`src/irPkg.sv`:
```
package irPkg;

  // Instruction field is opcode 0-8 then AC 9-12, bit 0 is the MSB
  localparam int irWidth = 13;
  localparam int acWidth = 4;

  // Adder result from the data-path board
  localparam int adWidth = 36;

  // Dispatch RAM geometry
  localparam int dramAddrWidth = 9;
  localparam int dramDepth = 512;

  // Diagnostic bus slice owned by this board
  localparam int ebusWidth = 6;

  // JRST, jump and restore
  localparam logic [0:8] jrstOpcode = 9'o254;

  // One dispatch RAM word, 15 bits
  typedef struct packed {
    logic [0:2]  dramA;
    logic [0:2]  dramB;
    logic        parity;
    logic [1:4]  jHi;
    logic [7:10] jLo;
  } dramWordT;

  // Diagnostic load functions decoded by this board
  typedef enum logic [2:0] {
    fnDramAB  = 3'o0,
    fnDramJHi = 3'o2,
    fnDramJLo = 3'o3,
    fnEnables = 3'o5
  } diagFuncT;

  // Diagnostic readout groups
  typedef enum logic [2:0] {
    sel0 = 3'd0,
    sel1 = 3'd1,
    sel2 = 3'd2,
    sel3 = 3'd3,
    sel4 = 3'd4,
    sel5 = 3'd5,
    sel6 = 3'd6,
    sel7 = 3'd7
  } diagSelT;

endpackage

```
`src/diagReadMux.sv`:
```
`timescale 1ns/1ps

module diagReadMux (
  input  logic                            diagRead,
  input  irPkg::diagSelT                  diagSel,
  input  logic [0:2]                      norm,
  input  logic [0:irPkg::dramAddrWidth-1] dramAddr,
  input  logic                            enIoJrst,
  input  logic                            enAc,
  input  logic [0:irPkg::acWidth-1]       ac,
  input  logic [0:2]                      dramA,
  input  logic [0:2]                      dramB,
  input  logic [0:7]                      dramJ,
  input  logic                            parityBit,
  input  logic                            testSatisfied,
  input  logic                            jrst0,
  input  logic                            adEq0,
  input  logic                            ioLegal,
  input  logic                            adCryOut,
  output logic [0:irPkg::ebusWidth-1]     ebusData,
  output logic                            ebusDrive,
  output logic                            dramOddParity
);
  import irPkg::*;

  // Covers the J low field as presented after JRST substitution
  assign dramOddParity = ^{dramA, dramB, parityBit, dramJ};

  assign ebusDrive = diagRead;

  always_comb begin
    ebusData = '0;
    if (diagRead) begin
      case (diagSel)
        sel0:    ebusData = {norm, dramAddr[0:2]};
        sel1:    ebusData = dramAddr[3:8];
        sel2:    ebusData = {enIoJrst, enAc, ac};
        sel3:    ebusData = {dramA, dramB};
        sel4:    ebusData = {testSatisfied, jrst0, dramJ[0:3]};
        sel5:    ebusData = {parityBit, dramOddParity, dramJ[4:7]};
        sel6:    ebusData = {adEq0, ioLegal, adCryOut, 3'b000};
        sel7:    ebusData = '0;
        default: ebusData = '0;
      endcase
    end
  end

endmodule

```
`config.mk`:
```
export PLATFORM = sky130hd
export DESIGN_NAME = diagReadMux
export DESIGN_NICKNAME = d
export VERILOG_FILES = /design/src/irPkg.sv /design/src/diagReadMux.sv
export SDC_FILE = /design/constraint.sdc
export NUM_CORES = 1
export LEC_CHECK = 0
export ABC_AREA = 1
export BUFFER_PORTS_ARGS = -buffer_cell sky130_fd_sc_hd__buf_2
export CORE_MARGIN = 2
export CORE_UTILIZATION = 39
export DETAILED_ROUTE_END_ITERATION = 6
export GPL_TIMING_DRIVEN = 1
export PLACE_DENSITY = 0.89
export SYNTH_ARGS = -nofsm -noshare
export SYNTH_HDL_FRONTEND = slang
export SYNTH_SLANG_ARGS = --single-unit
export TNS_END_PERCENT = 10
```
`constraint.sdc`:
```
create_clock -name vclk -period 1.6
set_input_delay 0.48 -clock vclk [all_inputs]
set_output_delay 0.48 -clock vclk [all_outputs]
set_load 0.02 [all_outputs]
```
==> metrics <==
status=finished with violations; failing checks=negative setup slack; Cells after Synth=150; setup ws final=-0.472 ns; Seq pwr share=0; DRC=0; total power=0.411 mW; Leak=0.786 nW; Register Area=0 µm²; drt total wl=3.29 mm; drt pass-1 iters=4; Peak supply drop=197 µV; Crit. Startpoint=diagSel[2]; Clock Power Share=0; sw frac=0.547; Synth top area share=0.350; Top Ports=50; detailed placer's ending HPWL=2.10 mm; initial antenna violation count=0; Hold Crit Depth=2; crit end category=output port; largest net degree at the start of global routing=9; arrival time at the worst endpoint=around 1.6 ns; Synth Area per Inst=4.58 µm²; Net Sw Power=0.225 mW; die width=46.0 µm; DR vias=~1300; unrepaired setup endpoints after global routing=true; multi-input logic area=694 µm²; 1st-iter DRT viols=24; full die area=2110 µm²; Cell Pwr Density=304 nW/µm²; WS Path Type=input pin to output port; most frequent cells in the layout=56 x nand2_1, 37 x buf_2, 33 x buf_4; Starting Density=0.407; dpl cell area=1160 µm²; Slew Viols, Final=0; Syn-to-layout area delta=96.7%; Ys Warns=0; first-pass GRT wire length=approximately 4.8 mm; Final ANT Viol Nets=0; Placer Congestion=0.784; clkbuf count=0; Area contributors post-synth=nand2_1 35%, inv_1 13%, o21ai_1 6.6%, inv_2 5.5%, nor2_1 5.5%; Avg WL per Cell=13.7 µm; final period utilization=1.30; Internal=between 0.15 and 0.2 mW; Final setup viols=7; FFs & Latches=0; Data required, critical path=1.12 ns; vias in the first global route=around 1200; Max Clk Rate=483 MHz; layout cell share with drive strength beyond 1=0.556; die height=46.0 µm; crit start category=input pin; slew of the pin with the lowest slew margin=around 0.29 ns; fin nets=267; sequential area share after synthesis=0; area leader, netlist=nand2_1; Comb pwr share=1.000; Hold Slack=between 1 and 1.5 ns; Worst Hold Endpoint=ebusDrive; Core Area=1690 µm²; fill cell count=124; Final Critical Period=2.07 ns; row count=15; TNS Setup=-2.85 ns; antenna cells=0; final hold viol count=0; via/cell ratio=5.34; most common cell after layout, fill and taps aside=nand2_1; Max-slew headroom=0.806; Yosys cell types=20; launch point of the worst hold path=diagRead; Max-cap violations=0; hold crit path type=input pin to output port; grt ovf=0; cell area after layout=approximately 1400 µm²; crit path max fanout=6; Synth Net Count=192; synthesized area=just under 700 µm²; GRT Total Usage=0.305; port bufs=50
[critical path: stages]
cell and delay, ns:
buf_4 0.14, nor3_4 0.26, buf_4 0.17, nand2_1 0.05
o21ai_1 0.12, nor3_2 0.10, a21oi_4 0.13, buf_6 0.13
[power groups by stage]
stage,registers (mW),clock network [mW],logic [mW]
floorplan,0,0,0.184
detailed placement,0,0,0.331
finish,0,0,0.411
global placement,0,0,0.322
CTS,0,0,0.383
global route,0,0,0.443
[metrics by stage]
step / util / setup slack (ns) / std cells
after floorplan: - / -0.160 / 150
after global placement: 0.688 / -0.486 / 238
after detailed placement: 0.688 / -0.514 / 238
after CTS: 0.784 / -0.387 / 240
after global routing: 0.800 / -0.524 / 240
final: 0.800 / -0.472 / 240
[per-layer routing]
metal	up-vias	wire (µm)	part of all wire	global-route usage
met2	66	1660	0.50	0.542
met1	575	1290	0.39	0.368
met4	0	131	0.040	0.131
met3	18	207	0.063	0.0238
li1	623	-	-	-
met5	-	0	0	0
[synthesized netlist by cell type]
library cell,n
nand2_1,64
inv_1,23
inv_2,10
nor2_1,10
o21ai_1,9
nand3_1,6
a31oi_1,4
o22ai_1,4
o2bb2ai_1,4
a21oi_1,2
a41oi_1,2
buf_6,2
nor3_1,2
o21ai_0,2
a221oi_1,1
and2_1,1
buf_4,1
nand3_2,1
nor2_2,1
nor3_4,1
[timing repair]
item,4_1_cts,5_1_grt
hold endpoints to repair,0,0
endpoints found under the setup margin,7,7
buffers inserted,2,0
gates resized for setup,46,9
pin swaps,16,1
hold buffers,0,0
cloned,0,0
[kinds of logic (layout without fill, tap and decap cells)]
| kind of cell | Yosys count | count (layout) | share of synthesized area |
|---|---|---|---|
| simple gates | 86 | 86 | 0.519 |
| buf+inv | 36 | 109 | 0.224 |
| compound gates | 28 | 28 | 0.257 |
[layout make-up]
| cell class | instances | area share |
|---|---|---|
| multi-input combinational | 114 | 0.514 |
| timing repair buffer | 76 | 0.373 |
| inverter | 33 | 0.0972 |
| tap | 17 | 0.0157 |
[worst max path at each step]
stage,slack (ns),cells past startpoint,to
5_1_grt,-0.52,8,ebusData[1]
6_report,-0.47,8,ebusData[1]
2_1_floorplan,-0.16,5,ebusData[2]
3_3_place_gp,-0.49,8,ebusData[1]
4_1_cts,-0.39,13,ebusData[1]
3_5_place_dp,-0.51,13,ebusData[1]
No activity file was read; power rests on OpenSTA's default activity.
