$ cat src/irPkg.sv
package irPkg;

  // Instruction field is opcode 0-8 then AC 9-12, bit 0 is the MSB
  localparam int irWidth = 13;
  localparam int acWidth = 4;

  // Adder result from the data-path board
  localparam int adWidth = 36;

  // Dispatch RAM geometry
  localparam int dramAddrWidth = 9;
  localparam int dramDepth = 512;

  // Diagnostic bus slice owned by this board
  localparam int ebusWidth = 6;

  // JRST, jump and restore
  localparam logic [0:8] jrstOpcode = 9'o254;

  // One dispatch RAM word, 15 bits
  typedef struct packed {
    logic [0:2]  dramA;
    logic [0:2]  dramB;
    logic        parity;
    logic [1:4]  jHi;
    logic [7:10] jLo;
  } dramWordT;

  // Diagnostic load functions decoded by this board
  typedef enum logic [2:0] {
    fnDramAB  = 3'o0,
    fnDramJHi = 3'o2,
    fnDramJLo = 3'o3,
    fnEnables = 3'o5
  } diagFuncT;

  // Diagnostic readout groups
  typedef enum logic [2:0] {
    sel0 = 3'd0,
    sel1 = 3'd1,
    sel2 = 3'd2,
    sel3 = 3'd3,
    sel4 = 3'd4,
    sel5 = 3'd5,
    sel6 = 3'd6,
    sel7 = 3'd7
  } diagSelT;

endpackage

$ cat src/skipTest.sv
`timescale 1ns/1ps

module skipTest (
  input  logic [0:irPkg::adWidth-1] adData,
  input  logic                      adCryOut,
  input  logic [7:8]                magic,
  input  logic [0:2]                dramB,
  output logic                      testSatisfied,
  output logic                      adEq0,
  output logic [0:2]                norm
);

  logic gt;
  logic magicEq;
  logic anyTerm;

  assign adEq0   = ~|adData;
  assign gt      = adData[0] ^ adCryOut;
  assign magicEq = ~(magic[7] ^ magic[8]);

  // EQ, GT, LT and carry terms
  assign anyTerm = (dramB[1] & adEq0) |
                   (dramB[2] & gt & magic[7]) |
                   (dramB[2] & adData[0] & magic[8]) |
                   (magicEq & adCryOut);

  // B bit 0 inverts the sense of the test
  assign testSatisfied = anyTerm ^ dramB[0];

  // Normalize priority, most significant bit wins
  always_comb begin
    if (adData[0]) begin
      norm = 3'd1;
    end else if (|adData[1:6]) begin
      norm = 3'd2;
    end else if (adData[7]) begin
      norm = 3'd3;
    end else if (adData[8]) begin
      norm = 3'd4;
    end else if (adData[9]) begin
      norm = 3'd5;
    end else if (adData[10]) begin
      norm = 3'd6;
    end else if (|adData[11:35]) begin
      norm = 3'd7;
    end else begin
      norm = 3'd0;
    end
  end

endmodule

$ cat config.mk
export PLATFORM = sky130hd
export DESIGN_NAME = skipTest
export DESIGN_NICKNAME = d
export VERILOG_FILES = /design/src/irPkg.sv /design/src/skipTest.sv
export SDC_FILE = /design/constraint.sdc
export NUM_CORES = 1
export LEC_CHECK = 0
export BUFFER_PORTS_ARGS = -buffer_cell sky130_fd_sc_hd__buf_2
export CAP_MARGIN = 5
export CELL_PAD_IN_SITES_DETAIL_PLACEMENT = 1
export CELL_PAD_IN_SITES_GLOBAL_PLACEMENT = 1
export CORE_MARGIN = 5
export CORE_UTILIZATION = 18
export DETAILED_ROUTE_END_ITERATION = 7
export GPL_ROUTABILITY_DRIVEN = 0
export PLACE_DENSITY = 0.95
export SETUP_SLACK_MARGIN = 0.3
export SLEW_MARGIN = 20
export SYNTH_ARGS = -nofsm -noshare
export SYNTH_HDL_FRONTEND = slang
export SYNTH_SLANG_ARGS = --single-unit
$ cat constraint.sdc
create_clock -name vclk -period 1.8
set_input_delay 0.09 -clock vclk [all_inputs]
set_output_delay 0.09 -clock vclk [all_outputs]
set_load 0.05 [all_outputs]
==> impl_metrics.env <==
export IMPL_number_of_rows_created_at_floorplan=14
export IMPL_irDropWorstVdd_v=0.0001072
export IMPL_detail_route_vias_per_cell=5.264
export IMPL_timing_hold_worst_endpoint="norm[1]"
export IMPL_post_synthesis_cells=41
export IMPL_n_fill_cell=188
export IMPL_first_global_vias=645
export IMPL_synth_top_cells_by_area="sky130_fd_sc_hd__nand4_2 (13%), sky130_fd_sc_hd__nor4_2 (13%), sky130_fd_sc_hd__nor2_1 (10%)"
export IMPL_dr_total_vias=579
export IMPL_postRouteWirelength_mm=1.923
export IMPL_cell_by_cell_listing_of_the_critical_path="buf_6 -> nor4_4 -> nand4_2 -> or4_4 -> a211oi_4 -> buf_6"
export IMPL_syn_nets=83
export IMPL_synth_area_um2=287.8
export IMPL_count_of_placed_standard_cells_including_taps=109
export IMPL_yosysTopAreaCellShare=0.1304
export IMPL_finalPower_uw=139.5
export IMPL_hold_critical_path_depth=3
export IMPL_worstPathRequired_ps=1710
export IMPL_critical_path_top_delay_family="simple AND/OR/NAND/NOR gates"
export IMPL_final_critical_period_ps=1680
export IMPL_dp_hpwl_mm=1.456
export IMPL_antenna_found_initial=0
export IMPL_min_period_over_period=0.9335
export IMPL_final_setup_viol_count=0
export IMPL_flops_and_latches=0
export IMPL_hp_class="in -> out"
export IMPL_grt_start_max_net_pins=5
export IMPL_nNetsFinal=138
export IMPL_crit_path_top_delay_cell="sky130_fd_sc_hd__or4_4"
export IMPL_cp_num_buf_inv=2
export IMPL_drive_above_1_share=0.7340
export IMPL_area_growth_synth_to_final_pct=145.7
export IMPL_worst_endpoint_arrival_ps=1590
export IMPL_syn_avg_cell_area_um2=7.019
export IMPL_core_mm2=0.001506
export IMPL_startpoint="adData[11]"
export IMPL_fmax_ghz=0.5951
export IMPL_grt_setup_unrepaired="yes"
export IMPL_most_frequent_standard_cell_in_the_layout_excluding_fill_and_tap_cells="sky130_fd_sc_hd__buf_2"
export IMPL_track_usage=0.1387
export IMPL_synthesis_yosys_warnings=0
export IMPL_netlist_cell_type_count=21
export IMPL_power_density_of_the_placed_cells_mw_per_mm2=197.4
export IMPL_criticalPathCategory="in -> out"
export IMPL_path_common_cell="sky130_fd_sc_hd__buf_6"
export IMPL_status="finished, final reports clean"
export IMPL_timing_critical_path_fanout_max=2
export IMPL_n_antenna_cell=0
export IMPL_final_count_of_hold_timing_violations=0
export IMPL_maxSlewHeadroom=0.7137
export IMPL_mostFrequentLayoutCells="sky130_fd_sc_hd__buf_2 (39), sky130_fd_sc_hd__nor2_1 (7), sky130_fd_sc_hd__buf_4 (7)"
export IMPL_power_leakage_uw=0.0003399
export IMPL_final_cell_count_no_fill=110
export IMPL_io_buffers=47
export IMPL_io_pins=47
export IMPL_critPathCaptureType="primary output"
export IMPL_layout_clock_buffers=0
export IMPL_drtPass1Iterations=2
export IMPL_max_cap_viol_count=0
export IMPL_drc=0
export IMPL_die_height_um=49.99
export IMPL_worstMarginPinSlew_ps=424.1
export IMPL_timing_max_transition_violations_final=0
export IMPL_die_area_mm2=0.002499
export IMPL_netlist_top_cell_by_area="sky130_fd_sc_hd__nand4_2"
export IMPL_sequential_standard_cell_area_um2=0
export IMPL_global_route_overflow_total=0
export IMPL_hold_path_startpoint="adData[0]"
export IMPL_dieWidth_um=49.99
export IMPL_drt_wirelength_per_cell_um=17.48
export IMPL_antenna_left=0
export IMPL_yosysSeqAreaShare=0
export IMPL_drt_initial_drc_count=4
export IMPL_timing_critical_path_from_type="input pin"
export IMPL_grt_first_pass_wirelength_mm=2.773
export IMPL_crit_path_max_incr_delay_ps=570
export IMPL_initial_utilization=0.1910
==> power by group <==
group	switching [uW]	leakage [uW]	internal [uW]
clock network	0	0	0
registers	0	0	0
logic	71.4	0.000340	68.2
total	71.4	0.000340	68.2
==> kinds of logic after synthesis <==
| kind of cell | after synthesis | synth area share |
|---|---|---|
| AOI/OAI and AO/OA | 9 | 0.2261 |
| xor gates and xnor gates | 1 | 0.03044 |
| buffers and inverters | 2 | 0.02610 |
| and+or+nand+nor | 29 | 0.7174 |
==> cells in the mapped netlist, types with 2 or more instances <==
cell                       instances
sky130_fd_sc_hd__inv_1             2
sky130_fd_sc_hd__nor4_2            3
sky130_fd_sc_hd__nand3_1           2
sky130_fd_sc_hd__nor2_1            8
sky130_fd_sc_hd__nor4_1            2
sky130_fd_sc_hd__nor2b_1           2
sky130_fd_sc_hd__nand4_2           3
sky130_fd_sc_hd__o311ai_0          2
sky130_fd_sc_hd__nand2_1           2
sky130_fd_sc_hd__a21oi_1           2
sky130_fd_sc_hd__nor3_1            3
==> per-layer routing <==
metal,global-route usage,wire length (um),share of wire,vias to the layer above
met5,0,0,0,-
met4,0.02620,37,0.019,0
met3,0.05723,218,0.11,4
met2,0.2950,1090,0.57,34
met1,0.1101,576,0.30,274
li1,-,-,-,267
==> worst max-delay path by stage <==
stage	to	slack (ps)	cells after the start
final	testSatisfied	120	6
after global routing	testSatisfied	50	9
after CTS	testSatisfied	130	6
after detailed placement	testSatisfied	-2	6
after global placement	testSatisfied	20	6
after floorplan	testSatisfied	60	4
==> stage by stage <==
step	instance area, um^2	hold WS [ps]	util	setup WS [ps]	TNS (ps)
floorplan	309.0	355.0	-	57.63	0
global placement	601.8	551.0	0.3995	24.78	0
detailed placement	601.8	563.6	0.3995	-2.137	-2.137
CTS	664.4	564.1	0.4410	134.2	0
global route	706.9	529.7	0.4693	46.23	0
finish	706.9	506.5	0.4693	119.7	0
==> cell type report <==
class / count / area [um^2] / share of cell area
inverters: 2 / 7.507 / 0.01062
repair buffers: 53 / 322.8 / 0.4566
multi-input cells: 39 / 356.6 / 0.5044
well taps: 16 / 20.02 / 0.02832
==> timing repair <==
action / 4_1_cts / 5_1_grt
endpoints found under the setup margin: 1 / 5
setup buffers: 1 / 0
gates resized for setup: 9 / 12
hold buffers: 0 / 0
pin swaps: 6 / 4
(Power assumes the default switching activity.)
