`config.mk`:
```
export PLATFORM = sky130hd
export DESIGN_NAME = dispatchAddr
export DESIGN_NICKNAME = d
export VERILOG_FILES = /design/src/irPkg.sv /design/src/dispatchAddr.sv
export SDC_FILE = /design/constraint.sdc
export NUM_CORES = 1
export LEC_CHECK = 0
export BUFFER_PORTS_ARGS = -buffer_cell sky130_fd_sc_hd__buf_2
export CAP_MARGIN = 20
export CORE_AREA = 2 2 39 41
export DETAILED_ROUTE_END_ITERATION = 6
export DIE_AREA = 0 0 41 43
export PLACE_DENSITY = 0.64
export SLEW_MARGIN = 20
export SYNTH_ARGS = -nofsm -noshare
export SYNTH_HDL_FRONTEND = slang
export SYNTH_SLANG_ARGS = --single-unit
```
`constraint.sdc`:
```
create_clock -name CON -period 0.9 [get_ports CON]
set_clock_uncertainty 0.05 [all_clocks]
set_input_delay 0.135 -clock CON [delete_from_list [all_inputs] [get_ports CON]]
set_output_delay 0.135 -clock CON [all_outputs]
set_load 0.01 [all_outputs]
```
`src/irPkg.sv`:
```
package irPkg;

  // Instruction field is opcode 0-8 then AC 9-12, bit 0 is the MSB
  localparam int irWidth = 13;
  localparam int acWidth = 4;

  // Adder result from the data-path board
  localparam int adWidth = 36;

  // Dispatch RAM geometry
  localparam int dramAddrWidth = 9;
  localparam int dramDepth = 512;

  // Diagnostic bus slice owned by this board
  localparam int ebusWidth = 6;

  // JRST, jump and restore
  localparam logic [0:8] jrstOpcode = 9'o254;

  // One dispatch RAM word, 15 bits
  typedef struct packed {
    logic [0:2]  dramA;
    logic [0:2]  dramB;
    logic        parity;
    logic [1:4]  jHi;
    logic [7:10] jLo;
  } dramWordT;

  // Diagnostic load functions decoded by this board
  typedef enum logic [2:0] {
    fnDramAB  = 3'o0,
    fnDramJHi = 3'o2,
    fnDramJLo = 3'o3,
    fnEnables = 3'o5
  } diagFuncT;

  // Diagnostic readout groups
  typedef enum logic [2:0] {
    sel0 = 3'd0,
    sel1 = 3'd1,
    sel2 = 3'd2,
    sel3 = 3'd3,
    sel4 = 3'd4,
    sel5 = 3'd5,
    sel6 = 3'd6,
    sel7 = 3'd7
  } diagSelT;

endpackage

```
`src/dispatchAddr.sv`:
```
`timescale 1ns/1ps

module dispatchAddr (
  input  logic                            CON,
  input  logic                            rstN,
  input  logic                            loadDram,
  input  logic [0:irPkg::irWidth-1]       ir,
  input  logic                            enIoJrst,
  output logic [0:irPkg::dramAddrWidth-1] dramAddr
);

  logic       instr7xx;
  logic       instr3to6;
  logic [0:8] addrNext;

  // In/out instructions are opcodes 7xx
  assign instr7xx  = enIoJrst & (&ir[0:2]);
  assign instr3to6 = &ir[3:6];

  always_comb begin
    if (instr7xx) begin
      // Fold device code region, AC becomes the low bits
      addrNext = {3'b111, ir[7:9] | {3{instr3to6}}, ir[10:12]};
    end else begin
      addrNext = ir[0:8];
    end
  end

  always_ff @(posedge CON) begin
    if (!rstN) begin
      dramAddr <= '0;
    end else if (loadDram) begin
      dramAddr <= addrNext;
    end
  end

  // A lookup must present a clean address to the RAM read edge
  assert property (@(posedge CON) disable iff (!rstN) loadDram |=> !$isunknown(dramAddr))
    else $error("dispatch address unknown after loadDram");

endmodule

```
==> results by group, run 1 <==
Outcome
  – Status: finished clean

Global routing
  – GR Util All Layers: 0.129
  – Vias in the first global route: 367
  – Largest net degree at the start of global routing: 13
  – Initial antenna violation count: 0
  – Global-route wire length before repair: 1440 um
  – GRT overflow: 0

CTS
  – Num CTS Buffers: 3
  – Clk buf depth: 2
  – CTS tree: done
  – Clk_lat worst skew: 0.26 ns
  – Clock slew at reported path FFs: 0.06 ns
  – CTS Sinks: 9
  – Hold-fix buffers at CTS: 0
  – Root buf cell: clkbuf_4
  – H-tree levels: 1

Worst setup path
  – Critical path class: reg2out
  – Worst reg2reg setup slack: 0.07 ns
  – Crit path largest cell delay: 0.32 ns
  – CP endpoint kind: primary output
  – Crit Path Max Fanout: 2
  – Crit path cell chain: buf_6
  – Family with the most delay on the worst path: flip-flops
  – CP required: 0.71 ns
  – CP arrival: 0.69 ns
  – Worst setup SP type: register
  – Slowest-stage cell, CP: dfxtp_2
  – CP bufs+invs: 1

Power and ir drop
  – Power Dens Cells: 1400 nW/um^2
  – Static Leak: 0.343 nW
  – Peak supply drop: 0.646 mV
  – Total Power: 0.000966 W

Synth
  – FFs w/ async S/R, synth: 0
  – Top cells by count, synth: dfxtp_1, mux2i_1
  – Primary FF master, synth: dfxtp_1
  – Synthesized instance count: 40
  – Synthesis Warnings: 0
  – Yosys reg bits: 9
  – Synth top area cells: dfxtp_1, mux2i_1, and3b_1
  – Post-Synthesis Mean Instance Area: 10.7 um^2
  – Most common cell in the synthesized netlist: dfxtp_1
  – Seq/Total Area, Yosys: 0.421
  – Count of cell types in the netlist: 14
  – EDFF count, synth: 0
  – Syn Std Cell Area: 428 um^2
  – Yosys top cell area share: 0.421
  – Yosys top cell by area: dfxtp_1
  – Post-Syn Nets: 57

Placed design
  – Post-DP Area: 587 um^2
  – Buffers on Ports: 25
  – RePlAce Congestion: 0.715
  – Final HPWL DP: 763 um

Floorplan
  – Initial Utilization: 0.309
  – Die Span Y: 43 um
  – Row count: 14
  – Core area: 1380 um^2
  – Full die area: 1760 um^2
  – Io pins: 26
  – Die W: 41 um

STA
  – Worst slew pin tran: 0.245 ns
  – Minimum clock period: 0.876 ns
  – # setup viols final: 0
  – Relative slew margins: 0.837
  – Final Hold Fails: 0
  – Crit share post-route: 0.973
  – RSZ-0062 raised after global routing: true
  – Max-slew violations: 0
  – Peak Freq: 1.14 GHz

Detailed routing
  – Routed vias/inst: 4.82
  – Avg WL per Cell: 12.1 um
  – DR iter-0 viols: 2
  – Final antenna-violating net count: 0
  – Routed WL: 1070 um
  – TritonRoute pass-1 iters: 4
  – Vias: 424
  – # DRC: 0

Final layout
  – Fraction of layout cells with a size suffix above 1: 0.625
  – Top flop regs: dramAddr x9
  – Final instance area: 688 um^2
  – Final-layout fill cell count: 150
  – Max reg flops: 9
  – Largest Register: dramAddr
  – Antenna diodes: 0
  – Final nets: 90
  – Area growth, synth to finish: 60.8%

Hold path
  – Worst min path class: in2reg

Job
  – Max-cap violations: 0
[routing by layer]
metal	GRT usage	routed length [um]	vias up
met4	0.120	14	0
li1	-	-	216
met2	0.191	563	14
met3	0.0471	77	2
met5	0	0	-
met1	0.130	410	192
[through the flow]
step                hold slack [ns]  utilization  setup slack (ns)  instances  setup TNS [ns]
floorplan                     0.213            -            0.0661         40               0
finish                       0.0871        0.497            0.0239         88               0
CTS                          0.0769        0.468          0.000276         87               0
global route                 0.0848        0.497           -0.0162         88         -0.0829
global placement              0.346        0.424           -0.0394         83          -0.187
detailed placement            0.366        0.424           -0.0653         83          -0.299
[path summary, 6_finish.rpt]
kind	from	endpoint	cells past startpoint
max reg2reg	dramAddr[1]	dramAddr[1]	3
min reg2reg	dramAddr[8]	dramAddr[8]	2
min	ir[9]	dramAddr[5]	3
max	dramAddr[6]	dramAddr[6]	1
[cell type report]
class / count / area, um^2 / share of cell area
clock buffers: 4 / 26.3 / 0.0382
inverters: 3 / 11.3 / 0.0164
multi-input cells: 26 / 220 / 0.320
flip-flops and latches: 9 / 191 / 0.278
well taps: 16 / 20.0 / 0.0291
repair buffers: 30 / 219 / 0.318
[what timing repair did]
| item | CTS | global route |
|---|---|---|
| setup endpoints to repair | 8 | 9 |
| gates resized for setup | 12 | 6 |
| buffers inserted | 0 | 1 |
[kinds of logic after synthesis]
kind of cell / synth area share
flip-flops: 0.421
AO/OA/AOI/OAI: 0.219
AND/OR/NAND/NOR: 0.155
buffers and inverters: 0.0643
multiplexers: 0.140
[power by group]
group          internal (W)  switching, W
Clock              0.000171      0.000141
Combinational      0.000119     0.0000874
Sequential         0.000432     0.0000170
[layout by cell type (no fill, tap or decap)]
| master | netlist | final |
|---|---|---|
| buf_2 | 1 | 16 |
| clkbuf_1 | 0 | 1 |
| and3b_1 | 3 | 3 |
| buf_4 | 0 | 5 |
| mux2i_1 | 6 | 6 |
| a41oi_2 | 1 | 1 |
| buf_6 | 1 | 9 |
| a311oi_2 | 1 | 1 |
| nand4_4 | 1 | 1 |
| nor2b_1 | 3 | 3 |
| dfxtp_2 | 0 | 9 |
| o21ai_1 | 3 | 3 |
| inv_1 | 3 | 3 |
| a311oi_1 | 2 | 2 |
| clkbuf_4 | 0 | 3 |
| o21ai_0 | 3 | 3 |
| a21oi_1 | 3 | 3 |
Power figures use the tool's default switching activity.
==> inputs of run 2 (changes only) <==
Settings changed: ABC_AREA set to 1, PLACE_DENSITY 0.64 to 0.67.
==> run 2 against run 1 <==
Effect of this change:
- area after synthesis is 11% higher
- clock-buffer cell count is the same
- combinational power rose by 7%
- die area did not move
- critical endpoint is now dramAddr[7]
- critical path type unchanged
- sequential power barely moved
- non-clock buffer count down 4
==> results by group, run 2 <==
Worst setup path
  – Worst reg2reg path depth: 3
  – Slowest-stage cell, CP: dfxtp_2
  – Family with the most delay on the worst path: flip-flops
  – Crit path largest cell delay: 0.32 ns
  – CP required: 0.71 ns
  – Crit path cell chain: buf_6
  – Crit Path Max Fanout: 2
  – CP endpoint kind: primary output
  – CP arrival: 0.69 ns
  – R2R Path End: dramAddr[3]
  – Worst setup SP type: register
  – Crit Reg-Reg Startpoint: dramAddr[3]
  – Critical path class: reg2out
  – CP bufs+invs: 1
  – Worst reg2reg setup slack: 0.07 ns

Synth
  – Count of cell types in the netlist: 12
  – Post-Syn Nets: 89
  – EDFF count, synth: 0
  – Seq/Total Area, Yosys: 0.380
  – Most common cell in the synthesized netlist: nand2_1
  – Primary FF master, synth: dfxtp_1
  – FFs w/ async S/R, synth: 0
  – Yosys reg bits: 9
  – Syn Std Cell Area: 474 um^2
  – Synthesized instance count: 72
  – Yosys top cell area share: 0.380
  – Synth top area cells: dfxtp_1, nand2_1, inv_1
  – Synthesis Warnings: 0
  – Top cells by count, synth: nand2_1, inv_1, nor2_1
  – Post-Synthesis Mean Instance Area: 6.59 um^2
  – Yosys top cell by area: dfxtp_1

CTS
  – Num CTS Buffers: 3
  – H-tree levels: 1
  – Clock slew at reported path FFs: 0.06 ns
  – Root buf cell: clkbuf_4
  – CTS Sinks: 9
  – Clk_lat worst skew: 0.25 ns
  – CTS tree: done
  – Clk buf depth: 2
  – Hold-fix buffers at CTS: 0

Placed design
  – Buffers on Ports: 25
  – Final HPWL DP: 811 um
  – RePlAce Congestion: 0.748
  – Post-DP Area: 612 um^2
  – Pre-CTS WS: -0.0574 ns

Floorplan
  – Core area: 1380 um^2
  – Initial Utilization: 0.343
  – Die Span Y: 43 um
  – Die W: 41 um
  – Io pins: 26
  – Row count: 14
  – Full die area: 1760 um^2

Global routing
  – Initial antenna violation count: 0
  – GR Util All Layers: 0.140
  – Largest net degree at the start of global routing: 17
  – Vias in the first global route: 412
  – Global-route wire length before repair: 1620 um
  – GRT overflow: 0

Final layout
  – Most frequent cells in the layout: nand2_1, buf_2, inv_1, nor2_1
  – Final instance area: 713 um^2
  – Largest Register: dramAddr
  – Final-layout fill cell count: 145
  – Max reg flops: 9
  – Most common cell after layout, fill and taps aside: nand2_1
  – Fraction of layout cells with a size suffix above 1: 0.446
  – Top flop regs: dramAddr x9
  – Area growth, synth to finish: 50.4%
  – Antenna diodes: 0
  – Final nets: 119

Detailed routing
  – Routed vias/inst: 4.38
  – # DRC: 0
  – Routed WL: 1060 um
  – Avg WL per Cell: 9.02 um
  – Vias: 513
  – TritonRoute pass-1 iters: 4
  – Final antenna-violating net count: 0
  – DR iter-0 viols: 4

Job
  – Max-cap violations: 0

Hold path
  – Worst min path class: in2reg
  – Hold Path Stages: 3
  – Worst Hold Endpoint: dramAddr[0]
  – Worst Hold Launch: ir[0]

Power and ir drop
  – Power Dens Cells: 1380 nW/um^2
  – Peak supply drop: 0.574 mV
  – Static Leak: 0.415 nW

STA
  – Relative slew margins: 0.807
  – Peak Freq: 1.14 GHz
  – Final Hold Fails: 0
  – Max-slew violations: 0
  – Final worst setup slack: 0.0225 ns
  – TNS Setup: 0 ns
  – # setup viols final: 0
  – Worst slew pin tran: 0.290 ns
  – RSZ-0062 raised after global routing: true
  – Minimum clock period: 0.877 ns
  – Crit share post-route: 0.975

Outcome
  – Status: finished clean
==> run 2: cell types whose count changed in the layout (fill, tap and decap cells not counted), sizes merged <==
cell,before,now
inv,3,14
nor2b,3,0
buf,30,26
nand2,0,20
nor2,0,13
nand3,0,6
nand4,1,0
mux2i,6,0
a41oi,1,0
a311oi,3,0
and3b,3,0
==> run 2: layer usage <==
layer / routed length (um) / GRT usage / up-vias
met2: 502 / 0.194 / 20
met3: 76 / 0.0157 / 0
met4: 0 / 0.120 / 0
met5: 0 / 0 / -
li1: - / - / 277
met1: 477 / 0.182 / 216
==> run 2: logic make-up (layout without fill, tap and decap cells) <==
| family | after synthesis | count (layout) | share of synthesized area |
|---|---|---|---|
| AOI/OAI and AO/OA | 9 | 9 | 0.119 |
| buffers and inverters | 15 | 44 | 0.132 |
| and+or+nand+nor | 39 | 39 | 0.369 |
| DFF | 9 | 9 | 0.380 |
==> run 2: worst reg2reg max path: cells and delay by family (launching register included) <==
kind                   cells  cell delay, ns
DFF                        1            0.32
AOI/OAI and AO/OA          2            0.22
buffers and inverters      1            0.12
==> run 2: metrics by stage <==
stage	total power (W)	hold slack [ns]	utilization	std cells
2_1_floorplan	0.000551	0.220	-	72
3_3_place_gp	0.000631	0.344	0.442	112
3_5_place_dp	0.000634	0.344	0.442	112
4_1_cts	0.000954	0.0699	0.467	116
5_1_grt	0.00104	0.0834	0.515	117
6_report	0.000982	0.0782	0.515	117
==> run 2: power breakdown <==
group	leakage [nW]	switching, W	internal, W	total, W
combinational	0.323	0.000106	0.000114	0.000220
sequential	0.0774	0.0000189	0.000433	0.000452
clock	0.0150	0.000140	0.000171	0.000310
total	0.415	0.000264	0.000718	0.000982
==> run 2: repair_timing <==
action,4_1_cts,5_1_grt
hold endpoints to repair,0,0
resized for setup,7,11
buffers inserted,0,1
endpoints found under the setup margin,7,9
==> run 2: how the worst max path moves through the flow <==
stage | from | slack, ns | depth (start not counted) | endpoint
CTS | dramAddr[5] | 0.0008 | 1 | dramAddr[5]
detailed placement | ir[1] | -0.06 | 8 | dramAddr[8]
finish | dramAddr[7] | 0.02 | 1 | dramAddr[7]
floorplan | ir[1] | 0.15 | 7 | dramAddr[6]
global placement | ir[1] | -0.03 | 8 | dramAddr[8]
global route | dramAddr[0] | -0.004 | 1 | dramAddr[0]
==> run 2: area by class of cell <==
type                    count  area [um^2]  area share
clock buffers               4         26.3      0.0368
inverters                  14         55.1      0.0772
multi-input cells          48          231       0.325
flip-flops and latches      9          191       0.268
well taps                  16         20.0      0.0281
repair buffers             26          189       0.265
==> inputs of run 3 (changes only) <==
Settings changed: GPL_TIMING_DRIVEN set to 0.
==> run 3 against run 2 <==
Effect of this change:
- global-route usage rose by 0.49 points
- register-to-register slack improved by 0.08 ns
- critical path depth did not move
- routed wire length rose by 3.6%
- largest power group unchanged
==> results by group, run 3 (synthesized netlist as in run 2, its figures left out) <==
Hold path
  – Worst min path class: in2reg
  – Worst Hold Endpoint: dramAddr[1]
  – Worst Hold Launch: ir[1]
  – Hold Path Stages: 3

STA
  – Relative slew margins: 0.847
  – # setup viols final: 0
  – RSZ-0062 raised after global routing: true
  – Peak Freq: 1.13 GHz
  – Crit share post-route: 0.984
  – Minimum clock period: 0.886 ns
  – Final Hold Fails: 0
  – Worst Hold Slack: 0.0692 ns
  – Max-slew violations: 0
  – Worst slew pin tran: 0.228 ns
  – TNS Setup: 0 ns

Worst setup path
  – Worst reg2reg path depth: 2
  – CP endpoint kind: primary output
  – Slowest-stage cell, CP: dfxtp_2
  – R2R Path End: dramAddr[4]
  – Critical path class: reg2out
  – Crit path largest cell delay: 0.33 ns
  – Crit Reg-Reg Startpoint: dramAddr[4]
  – Crit Path Max Fanout: 2
  – CP bufs+invs: 1
  – Family with the most delay on the worst path: flip-flops
  – CP required: 0.71 ns
  – Crit path cell chain: buf_6
  – Worst setup SP type: register
  – CP arrival: 0.70 ns
  – Worst reg2reg setup slack: 0.15 ns

Global routing
  – Met2 usage: 0.209
  – GRT overflow: 0
  – Largest net degree at the start of global routing: 11
  – Initial antenna violation count: 0
  – M1 GR Usage: 0.166
  – Global-route wire length before repair: 1660 um
  – Vias in the first global route: 449
  – Top Usage Layer GRT: met2
  – GR Util All Layers: 0.145
  – Met3 GRT Util: 0.0314

Detailed routing
  – # DRC: 0
  – DR iter-0 viols: 5
  – Avg WL per Cell: 9.34 um
  – Routed vias/inst: 4.39
  – Routed WL: 1090 um
  – Vias: 514
  – TritonRoute pass-1 iters: 4
  – Final antenna-violating net count: 0

Power and ir drop
  – Clock share of power: 0.317
  – Switching part of the total power: 0.272
  – NetSw: 0.000268 W
  – Seq pwr share: 0.459
  – Internal power: 0.000718 W
  – Power Dens Cells: 1380 nW/um^2
  – Total Power: 0.000986 W
  – Combinational power share: 0.223
  – Static Leak: 0.415 nW
  – Peak supply drop: 0.560 mV

Final layout
  – Final nets: 119
  – Antenna diodes: 0
  – Most frequent cells in the layout: nand2_1, buf_2, inv_1, nor2_1
  – Max reg flops: 9
  – Largest Register: dramAddr
  – Most common cell after layout, fill and taps aside: nand2_1
  – Area growth, synth to finish: 50.4%
  – Area of the multi-input gates: 231 um^2
  – Top flop regs: dramAddr x9
  – FF+latch area: 191 um^2
  – Final-layout fill cell count: 133
  – Fraction of layout cells with a size suffix above 1: 0.446

Job
  – Max-cap violations: 0

Floorplan
  – Core area: 1380 um^2
  – Row count: 14
  – Io pins: 26
  – Die W: 41 um
  – Full die area: 1760 um^2
  – Die Span Y: 43 um
  – Initial Utilization: 0.343

CTS
  – CTS Sinks: 9
  – H-tree levels: 1
  – Num CTS Buffers: 3
  – Clock slew at reported path FFs: 0.06 ns
  – Clk buf depth: 2
  – Root buf cell: clkbuf_4
  – Number of post-CTS setup repair buffers: 0
  – Clk_lat worst skew: 0.26 ns
  – CTS tree: done

Placed design
  – RePlAce Congestion: 0.669
  – Final HPWL DP: 823 um
  – Buffers on Ports: 25

Outcome
  – Status: finished clean
==> run 3: cell counts in the layout (fill, tap and decap cells not counted) <==
No cell type changed its count.
==> run 3: layer usage <==
layer | share of wire | wire length (um)
met1 | 0.43 | 471
met2 | 0.49 | 535
met3 | 0.060 | 66
met4 | 0.017 | 19
met5 | 0 | 0
==> run 3: cell type report <==
| cell class | instances | share of cell area |
|---|---|---|
| Multi-Input combinational cell | 48 | 0.325 |
| Timing Repair Buffer | 25 | 0.254 |
| Inverter | 14 | 0.0772 |
| Sequential cell | 9 | 0.268 |
| Clock buffer | 4 | 0.0368 |
| Tap cell | 16 | 0.0281 |
| Buffer | 1 | 0.0105 |
==> run 3: metrics by stage <==
step	area, um^2	util	cells	setup slack (ns)
after floorplan	474	-	72	0.152
after global placement	619	0.448	113	-0.0286
after detailed placement	619	0.448	113	-0.0418
after CTS	649	0.469	117	0.000740
after global routing	713	0.515	117	-0.00470
final	713	0.515	117	0.0141
==> run 3: power by group through the flow <==
stage / Sequential, W / Clock, W / Combinational (W)
3_3_place_gp: 0.000447 / 0 / 0.000186
2_1_floorplan: 0.000463 / 0 / 0.0000886
4_1_cts: 0.000442 / 0.000313 / 0.000192
5_1_grt: 0.000455 / 0.000334 / 0.000246
3_5_place_dp: 0.000449 / 0 / 0.000189
6_report: 0.000453 / 0.000313 / 0.000220
==> run 3: worst max-delay path by stage <==
stage	start	to	slack, ns	cells past startpoint
after floorplan	ir[1]	dramAddr[6]	0.15	7
after global placement	ir[1]	dramAddr[8]	-0.03	8
after detailed placement	ir[1]	dramAddr[8]	-0.04	8
after CTS	dramAddr[7]	dramAddr[7]	0.0007	1
after global routing	dramAddr[7]	dramAddr[7]	-0.005	1
final	dramAddr[7]	dramAddr[7]	0.01	1
==> run 3: what timing repair did <==
action                     4_1_cts  5_1_grt
setup endpoints to repair        3        9
gates resized for setup          3       15
hold buffers                     0        0
