<file path="src/irPkg.sv">
package irPkg;

  // Instruction field is opcode 0-8 then AC 9-12, bit 0 is the MSB
  localparam int irWidth = 13;
  localparam int acWidth = 4;

  // Adder result from the data-path board
  localparam int adWidth = 36;

  // Dispatch RAM geometry
  localparam int dramAddrWidth = 9;
  localparam int dramDepth = 512;

  // Diagnostic bus slice owned by this board
  localparam int ebusWidth = 6;

  // JRST, jump and restore
  localparam logic [0:8] jrstOpcode = 9'o254;

  // One dispatch RAM word, 15 bits
  typedef struct packed {
    logic [0:2]  dramA;
    logic [0:2]  dramB;
    logic        parity;
    logic [1:4]  jHi;
    logic [7:10] jLo;
  } dramWordT;

  // Diagnostic load functions decoded by this board
  typedef enum logic [2:0] {
    fnDramAB  = 3'o0,
    fnDramJHi = 3'o2,
    fnDramJLo = 3'o3,
    fnEnables = 3'o5
  } diagFuncT;

  // Diagnostic readout groups
  typedef enum logic [2:0] {
    sel0 = 3'd0,
    sel1 = 3'd1,
    sel2 = 3'd2,
    sel3 = 3'd3,
    sel4 = 3'd4,
    sel5 = 3'd5,
    sel6 = 3'd6,
    sel7 = 3'd7
  } diagSelT;

endpackage

</file>
<file path="src/instrReg.sv">
`timescale 1ns/1ps

module instrReg (
  input  logic                        CON,
  input  logic                        rstN,
  input  logic                        loadIr,
  input  logic                        mbXfer,
  input  logic [0:irPkg::irWidth-1]   adData,
  input  logic [0:irPkg::irWidth-1]   cacheData,
  input  logic                        diagLoad,
  input  irPkg::diagFuncT             diagFunc,
  input  logic [0:irPkg::ebusWidth-1] ebusIn,
  output logic [0:irPkg::irWidth-1]   ir,
  output logic [0:irPkg::acWidth-1]   ac,
  output logic                        enIoJrst,
  output logic                        enAc,
  output logic                        isJrst,
  output logic                        jrst0,
  output logic                        ioLegal
);
  import irPkg::*;

  logic [0:irWidth-1] irNext;

  // Memory buffer path or cache
  assign irNext = mbXfer ? adData : cacheData;

  always_ff @(posedge CON) begin
    if (!rstN) begin
      ir <= '0;
      ac <= '0;
    end else if (loadIr) begin
      ir <= irNext;
      // AC field taken from the incoming word, not the old ir
      ac <= enAc ? irNext[9:12] : '0;
    end
  end

  // Enable flags only change under diagnostic control
  always_ff @(posedge CON) begin
    if (!rstN) begin
      enIoJrst <= 1'b0;
      enAc     <= 1'b0;
    end else if (diagLoad && diagFunc == fnEnables) begin
      enIoJrst <= ebusIn[0];
      enAc     <= ebusIn[1];
    end
  end

  // Opcode decodes
  assign isJrst  = (ir[0:8] == jrstOpcode);
  assign jrst0   = isJrst && (ir[9:12] == '0);
  assign ioLegal = &ir[3:6];

  // Instruction loads and diagnostic loads come from different phases
  assert property (@(posedge CON) disable iff (!rstN) !(loadIr && diagLoad))
    else $error("loadIr and diagLoad asserted together");

endmodule

</file>
<file path="config.mk">
export PLATFORM = sky130hd
export DESIGN_NAME = instrReg
export DESIGN_NICKNAME = d
export VERILOG_FILES = /design/src/irPkg.sv /design/src/instrReg.sv
export SDC_FILE = /design/constraint.sdc
export NUM_CORES = 1
export LEC_CHECK = 0
export BUFFER_PORTS_ARGS = -buffer_cell sky130_fd_sc_hd__buf_2
export CAP_MARGIN = 20
export CORE_MARGIN = 2
export CORE_UTILIZATION = 35
export DETAILED_ROUTE_END_ITERATION = 8
export HOLD_SLACK_MARGIN = 0.05
export PLACE_DENSITY = 0.83
export SLEW_MARGIN = 20
export SYNTH_ARGS = -nofsm -noshare
export SYNTH_HDL_FRONTEND = slang
export SYNTH_SLANG_ARGS = --single-unit
</file>
<file path="constraint.sdc">
create_clock -name CON -period 1.01 [get_ports CON]
set_clock_uncertainty 0.1 [all_clocks]
set_input_delay 0.1515 -clock CON [delete_from_list [all_inputs] [get_ports CON]]
set_output_delay 0.1515 -clock CON [all_outputs]
set_load 0.01 [all_outputs]
</file>
==> results of run 1 <==
-- metrics by stage --
| step | instances | util |
|---|---|---|
| floorplan | 89 | - |
| global placement | 178 | 0.544 |
| detailed placement | 178 | 0.544 |
| CTS | 186 | 0.629 |
| global route | 187 | 0.662 |
| finish | 187 | 0.662 |
-- worst paths after layout --
kind,endpoint,slack [ns],startpoint
worst min register to register,enIoJrst$_SDFFE_PN0P_,0.38,enIoJrst$_SDFFE_PN0P_
worst min-delay path,ir[3]$_SDFFE_PN0P_,0.05,cacheData[3]
worst max register to register,ac[3]$_SDFFE_PN0P_,0.05,enAc$_SDFFE_PN0P_
worst max-delay path,jrst0,-0.52,ir[4]$_SDFFE_PN0P_
-- logic make-up (layout without fill, tap and decap cells) --
group / after synthesis / count (layout) / synth area share
flip-flops: 19 / 19 / 0.450
AO/OA/AOI/OAI: 30 / 30 / 0.178
AND/OR/NAND/NOR: 17 / 17 / 0.126
multiplexers: 15 / 15 / 0.178
buffers and inverters: 8 / 78 / 0.0681
-- what timing repair did --
item / 4_1_cts / 5_1_grt
endpoints found under the hold margin: 2 / 0
setup endpoints to repair: 20 / 22
hold buffers: 2 / 0
resized for setup: 36 / 16
setup buffers: 4 / 2
pin swaps: 3 / 2
-- report_power, final --
part	internal (mW)	total, mW	switching, mW
Combinational	0.250	0.411	0.161
Sequential	0.799	0.839	0.0404
Clock	0.153	0.370	0.217
-- per-layer routing --
layer / vias to the layer above / part of all wire / global-route usage
li1: 466 / - / -
met1: 424 / 0.37 / 0.169
met2: 37 / 0.55 / 0.373
met3: 4 / 0.061 / 0.0311
met4: 0 / 0.019 / 0.0726
met5: - / 0 / 0
-- sequential cells by signal, summed over array words and instances (netlist names) --
name      cells
ir           13
enIoJrst      1
enAc          1
ac            4
-- worst max-delay path, delay by kind of cell, from the launching register on --
family                 cells  cell delay (ns)
buffers and inverters      1             0.13
AND/OR/NAND/NOR            2             0.51
flip-flops                 1             0.35
-- Yosys cell counts (all sizes together) --
master,n,area share
clkbuf,1,0.0044
nor2b,1,0.0074
nor2,1,0.0044
nand3b,4,0.036
a21oi,13,0.077
dfxtp,19,0.45
and3b,1,0.010
o21ai,17,0.10
buf,6,0.059
and4b,2,0.024
inv,1,0.0044
nor4,2,0.015
nand3,2,0.012
mux2i,15,0.18
nand2,4,0.018
-- cell type report --
cell class | count | area share
Clock buffer | 4 | 0.0176
Inverter | 1 | 0.00251
Multi-Input combinational cell | 62 | 0.290
Sequential cell | 19 | 0.271
Tap cell | 28 | 0.0235
Timing Repair Buffer | 73 | 0.396
==> results by group, run 1 <==
Pwr
  • Peak supply drop: 898 µV
  • Pwr per Cell Area: 1090 mW/mm²
  • Leakage: 0.716 nW
  • Pwr Total: 1.62 mW

Layout
  • Layout area overhead: 76.7%
  • Final nets: 200
  • Commonest non-fill, non-tap cell in the layout: buf_2
  • Share of layout cells above drive strength 1: 0.610
  • Final instance area: 0.00149 mm²
  • Area of the multi-input gates: 433 µm²
  • Most frequent cells in the layout: buf_2, buf_6, dfxtp_2, mux2i_1
  • Register area: 404 µm²
  • Fillcell total: 195
  • # diodes: 0

STA
  • Min cycle time layout: 1.53 ns
  • Number of endpoints failing setup at the final stage: 11
  • Max_slew headroom: 0.730
  • RSZ-0062 raised after global routing: true
  • Fmax: 654 MHz
  • Setup slack after layout: -0.518 ns
  • Final setup TNS: -2.05 ns
  • Hold_ws: 0.0547 ns
  • Worst-margin pin slew: 0.405 ns
  • Tcrit/Tclk final: 1.51
  • Final Max Slew Viols: 0
  • Final Hold Viols: 0

Global routing
  • Largest net degree at the start of global routing: 29
  • GRT Overall Usage: 0.180
  • Vias in the first global route: 912
  • Global-route wire length before repair: 3730 µm
  • Grt total ovfl: 0
  • Initial antenna violation count: 0

Clock tree
  • Maximum buffer depth of the clock tree: 2
  • CTS H-tree depth: 1
  • Clk root buf: clkbuf_4
  • CTS tree: built
  • Num CTS Buffers: 3
  • Clk Latency, worst-skew pair: 0.28 ns
  • Sink Count: 19
  • Register clock-pin slew on the reported worst setup and hold paths: 0.11 ns

Status
  • Violated checks: setup timing
  • Status: complete, but fails checks

Floorplanning
  • Die width: 53.1 µm
  • I/O pin cnt: 62
  • # rows: 17
  • Starting Density: 0.375
  • Core Area: 0.00225 mm²
  • Die footprint: 0.00282 mm²
  • Die Y: 53.1 µm

Critical path
  • Worst EP required: 0.76 ns
  • CP Data Arrival Time: 1.28 ns
  • CP max FO: 2
  • Crit path max-delay cell type: dfxtp_2
  • Reg2Reg Depth: 3
  • CP Launch Type: flip-flop
  • Slowest stage delay, CP: 0.35 ns
  • Kind of critical path: reg -> out
  • Critical Path Sink Type: primary output
  • Crit path cell chain: nor4_4 -> and4b_1 -> buf_2

Synthesis
  • Syn Nets: 129
  • Post-synth cell types: 19
  • Mapped Cells: 89
  • Synthesis Warnings: 0
  • Register bit total from synthesis: 19
  • Avg Cell Area, Syn: 9.49 µm²
  • Synthesized cell area: 845 µm²
  • Sequential element share of the synthesized area: 0.450

Placed design
  • Pre-CTS setup slack: -0.190 ns
  • Gpl congestion: 0.635
  • Hpwl dp: 1760 µm
  • Area after DPL: 0.00123 mm²
  • # port buffers: 57

Flow run
  • Max Cap Viol: 0

Drt
  • ANT nets after route: 0
  • Vias: 931
  • 1st-iter DRT viols: 9
  • Number of remaining DRC errors: 0
  • Routed len/inst: 13.5 µm
  • Final wirelength: 2520 µm
  • DRT Pass-1 Iters: 2
  • Via-to-Cell Ratio: 4.98

Hold path
  • Min-Delay Path Class: in -> reg
  • WHS Path Cells: 3
Note: power is estimated with default switching activity, not from simulation.
==> inputs of run 2 (changes only) <==
Settings changed: CELL_PAD_IN_SITES_DETAIL_PLACEMENT from default to 0, CELL_PAD_IN_SITES_GLOBAL_PLACEMENT from default to 1, CORE_UTILIZATION 35 to 24, PLACE_DENSITY 0.83 to 0.82.
==> results by group, run 2 (synthesis gave the netlist of run 1 again) <==
Drt
  • 1st-iter DRT viols: 19 (+10)
  • Vias: 993 (+6.7%)
  • Via-to-Cell Ratio: 4.49 (-9.7%)
  • ANT nets after route: 0 (unchanged)
  • WL met2: 1490 µm (+7.8%)
  • DRT Pass-1 Iters: 6 (+4)
  • Met1 wire length: 1080 µm (+15%)
  • Routed len/inst: 12.5 µm (-7.3%)
  • Max Used Layer: met4
  • Number of remaining DRC errors: 0 (unchanged)
  • Final wirelength: 2760 µm (+9.6%)
  • Met3 wire len: 177 µm (+15%)

Layout
  • Commonest non-fill, non-tap cell in the layout: buf_2
  • Final nets: 216 (+8.0%)
  • Max reg flops: 13 (unchanged)
  • Biggest regs: ir (13), ac (4)
  • Register bank with the most flops: ir
  • # diodes: 0 (unchanged)
  • Layout area overhead: 96.7%
  • Most frequent cells in the layout: buf_2, buf_6, dfxtp_2, mux2i_1, a21oi_1
  • Final Non-Filler Cells: 221 (+18%)
  • Fillcell total: 342 (+75%)
  • Core Util, Final: 0.494 (-0.168)
  • Share of layout cells above drive strength 1: 0.617 (+0.00708)

Critical path
  • Critical Path Sink Type: primary output
  • CP max FO: 2 (unchanged)
  • CP Launch Type: flip-flop
  • Reg2Reg Depth: 5 (+2)
  • Kind of critical path: reg -> out
  • Worst EP required: 0.76 ns (about the same)
  • CP Data Arrival Time: 1.28 ns (about the same)

Placed design
  • Gpl congestion: 0.690 (+8.7%)
  • # port buffers: 57 (unchanged)
  • Placed cells: 199 (+12%)
  • Hpwl dp: 1950 µm (+11%)

Floorplanning
  • Core Area: 0.00336 mm² (+49%)
  • Die width: 63.3 µm (+19%)
  • I/O pin cnt: 62 (unchanged)
  • # rows: 21 (+4)
  • Die footprint: 0.00401 mm² (+42%)
  • Starting Density: 0.251 (-0.123)
  • Die Y: 63.3 µm (+19%)

Clock tree
  • Clk Latency, worst-skew pair: 0.29 ns (about the same)
  • Num CTS Buffers: 3 (unchanged)
  • Register clock-pin slew on the reported worst setup and hold paths: 0.10 ns (about the same)
  • Clk root buf: clkbuf_4
  • Sink Count: 19 (unchanged)
  • CTS H-tree depth: 1 (unchanged)
  • Maximum buffer depth of the clock tree: 2 (unchanged)
  • CTS tree: built

STA
  • Setup slack after layout: -0.519 ns (-0.000598 ns)
  • Min cycle time layout: 1.53 ns (+0.000598 ns)
  • Hold_ws: 0.0666 ns (+0.0119 ns)
  • Final Hold Viols: 0 (unchanged)
  • Number of endpoints failing setup at the final stage: 16 (+5)
  • Max_slew headroom: 0.838 (+0.108)
  • Final Max Slew Viols: 0 (unchanged)
  • RSZ-0062 raised after global routing: true
  • Tcrit/Tclk final: 1.51 (about the same)
  • Fmax: 654 MHz (about the same)
  • Worst-margin pin slew: 0.237 ns (-0.169 ns)

Pwr
  • Peak supply drop: 740 µV (-18%)
  • Leakage: 0.790 nW (+10%)
  • Pwr Total: 1.68 mW (+3.7%)
  • Pwr per Cell Area: 1010 mW/mm² (-6.9%)

Hold path
  • WHS Path Cells: 3 (unchanged)
  • Min-Delay Path Class: in -> reg

Global routing
  • Initial antenna violation count: 0 (unchanged)
  • Largest net degree at the start of global routing: 31 (+6.9%)
  • Global-route wire length before repair: 4260 µm (+14%)
  • GRT Overall Usage: 0.132 (-0.0484)
  • Vias in the first global route: 997 (+9.3%)
  • Grt total ovfl: 0 (unchanged)

Status
  • Status: complete, but fails checks
  • Violated checks: setup timing

Flow run
  • Max Cap Viol: 0 (unchanged)
==> run 2: changes by cell type in the layout (fill, tap and decap cells not counted), moves of 2 or more <==
cell and change:
buf_4 +7, buf_6 +2, dfxtp_2 -2, dfxtp_4 +2, dlygate4sd3_1 +8, o21ai_0 -2, o21ai_1 +2
==> run 2: worst paths after layout <==
path                         startpoint                    end  slack, ns
setup reg to reg     ir[9]$_SDFFE_PN0P_     ir[9]$_SDFFE_PN0P_      -0.02
setup / recovery     ir[4]$_SDFFE_PN0P_                  jrst0      -0.52
hold reg to reg   enIoJrst$_SDFFE_PN0P_  enIoJrst$_SDFFE_PN0P_       0.37
hold / removal             cacheData[4]     ir[4]$_SDFFE_PN0P_       0.07
==> run 2: area by class of cell <==
type	count	area, µm²	area share
Inverter	1	3.75	0.00226
Clock buffer	3	22.5	0.0136
Sequential cell	19	409	0.246
Timing Repair Buffer	89	726	0.437
Tap cell	46	57.6	0.0346
Clock inverter	1	5.00	0.00301
Multi-Input combinational cell	62	438	0.264
==> run 2: critical path, stage by stage (launching register included) <==
cell     delay (ns)
dfxtp_2        0.35
nor4_4         0.28
and4b_1        0.23
buf_2          0.13
==> run 2: per-stage QoR <==
step	worst slack [ns]	area [µm²]	setup TNS, ns
final	-0.519	1660	-2.76
after global routing	-0.608	1660	-3.72
after CTS	-0.522	1590	-2.32
after detailed placement	-0.230	1260	-0.375
after global placement	-0.196	1260	-0.338
after floorplan	-0.0919	853	-0.154
==> run 2: power breakdown <==
part | switching, mW | internal, mW
clock network | 0.226 | 0.147
registers | 0.0408 | 0.797
logic | 0.176 | 0.293
==> run 2: routing by layer <==
metal | global-route usage | up-vias
li1 | - | 498
met1 | 0.144 | 456
met2 | 0.245 | 37
met3 | 0.0286 | 2
met4 | 0.0516 | 0
met5 | 0 | -
==> run 2: repair_timing <==
action,4_1_cts,5_1_grt
resized for setup,50,12
pin swaps,4,2
setup buffers,5,9
hold buffers,9,1
setup endpoints to repair,22,24
hold endpoints to repair,6,1
==> inputs of run 3 (changes only) <==
Settings changed: GPL_TIMING_DRIVEN from default to 0.
==> results by group, run 3 (synthesis gave the netlist of run 1 again) <==
Floorplanning
  • Die Y: 63.3 µm (unchanged)
  • Die width: 63.3 µm (unchanged)
  • Core Area: 0.00336 mm² (unchanged)
  • I/O pin cnt: 62 (unchanged)
  • # rows: 21 (unchanged)
  • Starting Density: 0.251 (unchanged)
  • Die footprint: 0.00401 mm² (unchanged)

Global routing
  • Global-route wire length before repair: 4550 µm (+7.0%)
  • Largest net degree at the start of global routing: 12 (-61%)
  • Initial antenna violation count: 0 (unchanged)
  • Vias in the first global route: 1,040 (+4.3%)
  • Grt total ovfl: 0 (unchanged)
  • GRT Overall Usage: 0.140 (+0.00814)

STA
  • Fmax: 657 MHz (+0.45%)
  • Worst-margin pin slew: 0.420 ns (+0.183 ns)
  • RSZ-0062 raised after global routing: true
  • Final Max Slew Viols: 0 (unchanged)
  • Number of endpoints failing setup at the final stage: 16 (unchanged)
  • Min cycle time layout: 1.52 ns (-0.00680 ns)
  • Max_slew headroom: 0.720 (-0.118)
  • Final Hold Viols: 0 (unchanged)
  • Tcrit/Tclk final: 1.51 (-0.00673)
  • Setup slack after layout: -0.512 ns (+0.00680 ns)

Drt
  • Routed len/inst: 12.8 µm (+2.7%)
  • 1st-iter DRT viols: 19 (unchanged)
  • Final wirelength: 2820 µm (+2.3%)
  • Via-to-Cell Ratio: 4.43 (-1.5%)
  • DRT Pass-1 Iters: 4 (-2)
  • ANT nets after route: 0 (unchanged)
  • Number of remaining DRC errors: 0 (unchanged)
  • Vias: 974 (-1.9%)

Placed design
  • Hpwl dp: 1860 µm (-4.5%)
  • Area after DPL: 0.00119 mm² (-5.5%)
  • Placed cells: 191 (-4.0%)
  • # port buffers: 56 (-1.8%)
  • Gpl congestion: 0.755 (+9.5%)

Layout
  • Commonest non-fill, non-tap cell in the layout: buf_2
  • Core Util, Final: 0.490 (-0.00372)
  • Max reg flops: 13 (unchanged)
  • Register bank with the most flops: ir
  • Layout area overhead: 95.3%
  • Final instance area: 0.00165 mm² (-0.75%)
  • Biggest regs: ir (13), ac (4)
  • Fillcell total: 356 (+4.1%)
  • # diodes: 0 (unchanged)
  • Final nets: 215 (-0.46%)
  • Share of layout cells above drive strength 1: 0.569 (-0.0482)
  • Most frequent cells in the layout: buf_2, buf_6, mux2i_1
  • Final Non-Filler Cells: 220 (-0.45%)

Critical path
  • Crit path cell chain: nor4_4 -> and4b_1 -> buf_2
  • CP Launch Type: flip-flop
  • Reg2Reg Depth: 4 (-1)
  • CP max FO: 3 (+1)
  • R2R Setup Slk: 0.04 ns (+0.06 ns)
  • Critical Path Sink Type: primary output
  • CP Data Arrival Time: 1.27 ns (about the same)
  • RR Endpoint: ir[0]$_SDFFE_PN0P_
  • Kind of critical path: reg -> out
  • CP delay by family, top: simple AND/OR/NAND/NOR gates
  • Worst EP required: 0.76 ns (about the same)
  • Buf/Inv on CP: 1 (unchanged)
  • Reg-to-Reg Start: ir[0]$_SDFFE_PN0P_
  • Slowest stage delay, CP: 0.38 ns (+0.03 ns)
  • Crit path max-delay cell type: dfxtp_4
  • Stages on worst setup path: 3 (unchanged)

Clock tree
  • Clk root buf: clkbuf_4
  • CTS tree: built
  • Sink Count: 19 (unchanged)
  • CTS H-tree depth: 1 (unchanged)
  • Num CTS Buffers: 3 (unchanged)
  • Register clock-pin slew on the reported worst setup and hold paths: 0.11 ns (about the same)
  • Maximum buffer depth of the clock tree: 2 (unchanged)
  • Clk Latency, worst-skew pair: 0.30 ns (about the same)

Flow run
  • Max Cap Viol: 0 (unchanged)

Hold path
  • Hold_sp: adData[3]
  • WHS Path Cells: 3 (unchanged)
  • Hold path endpoint: ir[3]$_SDFFE_PN0P_
  • Min-Delay Path Class: in -> reg

Status
  • Violated checks: setup timing
  • Status: complete, but fails checks

Pwr
  • Leakage: 0.772 nW (-2.3%)
  • Peak supply drop: 762 µV (+3.0%)
  • Pwr per Cell Area: 1010 mW/mm² (-0.47%)
run 3: cell count changes in the layout (fill, tap and decap cells not counted), moves of 2 or more:
cell / previous run / this run
buf_2: 37 / 39
buf_4: 11 / 6
buf_6: 30 / 26
dfxtp_2: 17 / 14
dfxtp_4: 2 / 5
dlygate4sd3_1: 10 / 14
o21ai_0: 11 / 14
o21ai_1: 5 / 3
run 3: cell type report:
class / instances / area [µm²] / share of cell area
Multi-Input combinational cell: 62 / 443 / 0.269
Tap cell: 46 / 57.6 / 0.0349
Buffer: 7 / 53.8 / 0.0326
Inverter: 1 / 3.75 / 0.00228
Clock buffer: 3 / 22.5 / 0.0137
Clock inverter: 1 / 5.00 / 0.00303
Sequential cell: 19 / 417 / 0.253
Timing Repair Buffer: 81 / 647 / 0.392
run 3: how the worst max path moves through the flow:
stage | from | end | slack, ns
CTS | ir[9]$_SDFFE_PN0P_ | jrst0 | -0.54
detailed placement | ir[12]$_SDFFE_PN0P_ | jrst0 | -0.26
global route | ir[9]$_SDFFE_PN0P_ | jrst0 | -0.58
finish | ir[8]$_SDFFE_PN0P_ | jrst0 | -0.51
global placement | ir[12]$_SDFFE_PN0P_ | jrst0 | -0.24
floorplan | ir[4]$_SDFFE_PN0P_ | jrst0 | -0.09
run 3: layer usage:
layer | wire (µm) | GRT usage | vias to the layer above | share of wire
met5 | 0 | 0 | - | 0
met1 | 1120 | 0.153 | 447 | 0.40
met4 | 0 | 0.00815 | 0 | 0
li1 | - | - | 494 | -
met3 | 151 | 0.0464 | 0 | 0.053
met2 | 1550 | 0.271 | 33 | 0.55
run 3: through the flow:
stage / hold slack [ns] / total power [mW] / TNS (ns) / setup slack [ns]
after floorplan: 0.194 / 0.983 / -0.154 / -0.0919
after global placement: 0.303 / 1.11 / -0.428 / -0.236
after detailed placement: 0.308 / 1.12 / -0.675 / -0.262
after CTS: 0.0505 / 1.65 / -2.10 / -0.536
after global routing: 0.0647 / 1.75 / -3.00 / -0.583
final: 0.0555 / 1.66 / -2.20 / -0.512
run 3: timing repair:
item                                    4_1_cts  5_1_grt
endpoints found under the setup margin       22       22
hold buffers                                 14        0
gates resized for setup                      47        7
buffers inserted                              5        7
pin swaps                                     4        1
hold endpoints to repair                      9        0
gates cloned                                  0        0
run 3: power by group:
group          switching [mW]  total, mW  internal [mW]
clock network           0.240      0.387          0.147
logic                   0.163      0.431          0.268
registers              0.0476      0.841          0.794
total                   0.450       1.66           1.21
run 3: worst reg2reg max path, delay by kind of cell, from the launching register on:
family | cells | cell delay, ns
buffers and inverters | 2 | 0.24
AO/OA/AOI/OAI | 2 | 0.17
flip-flops | 1 | 0.35
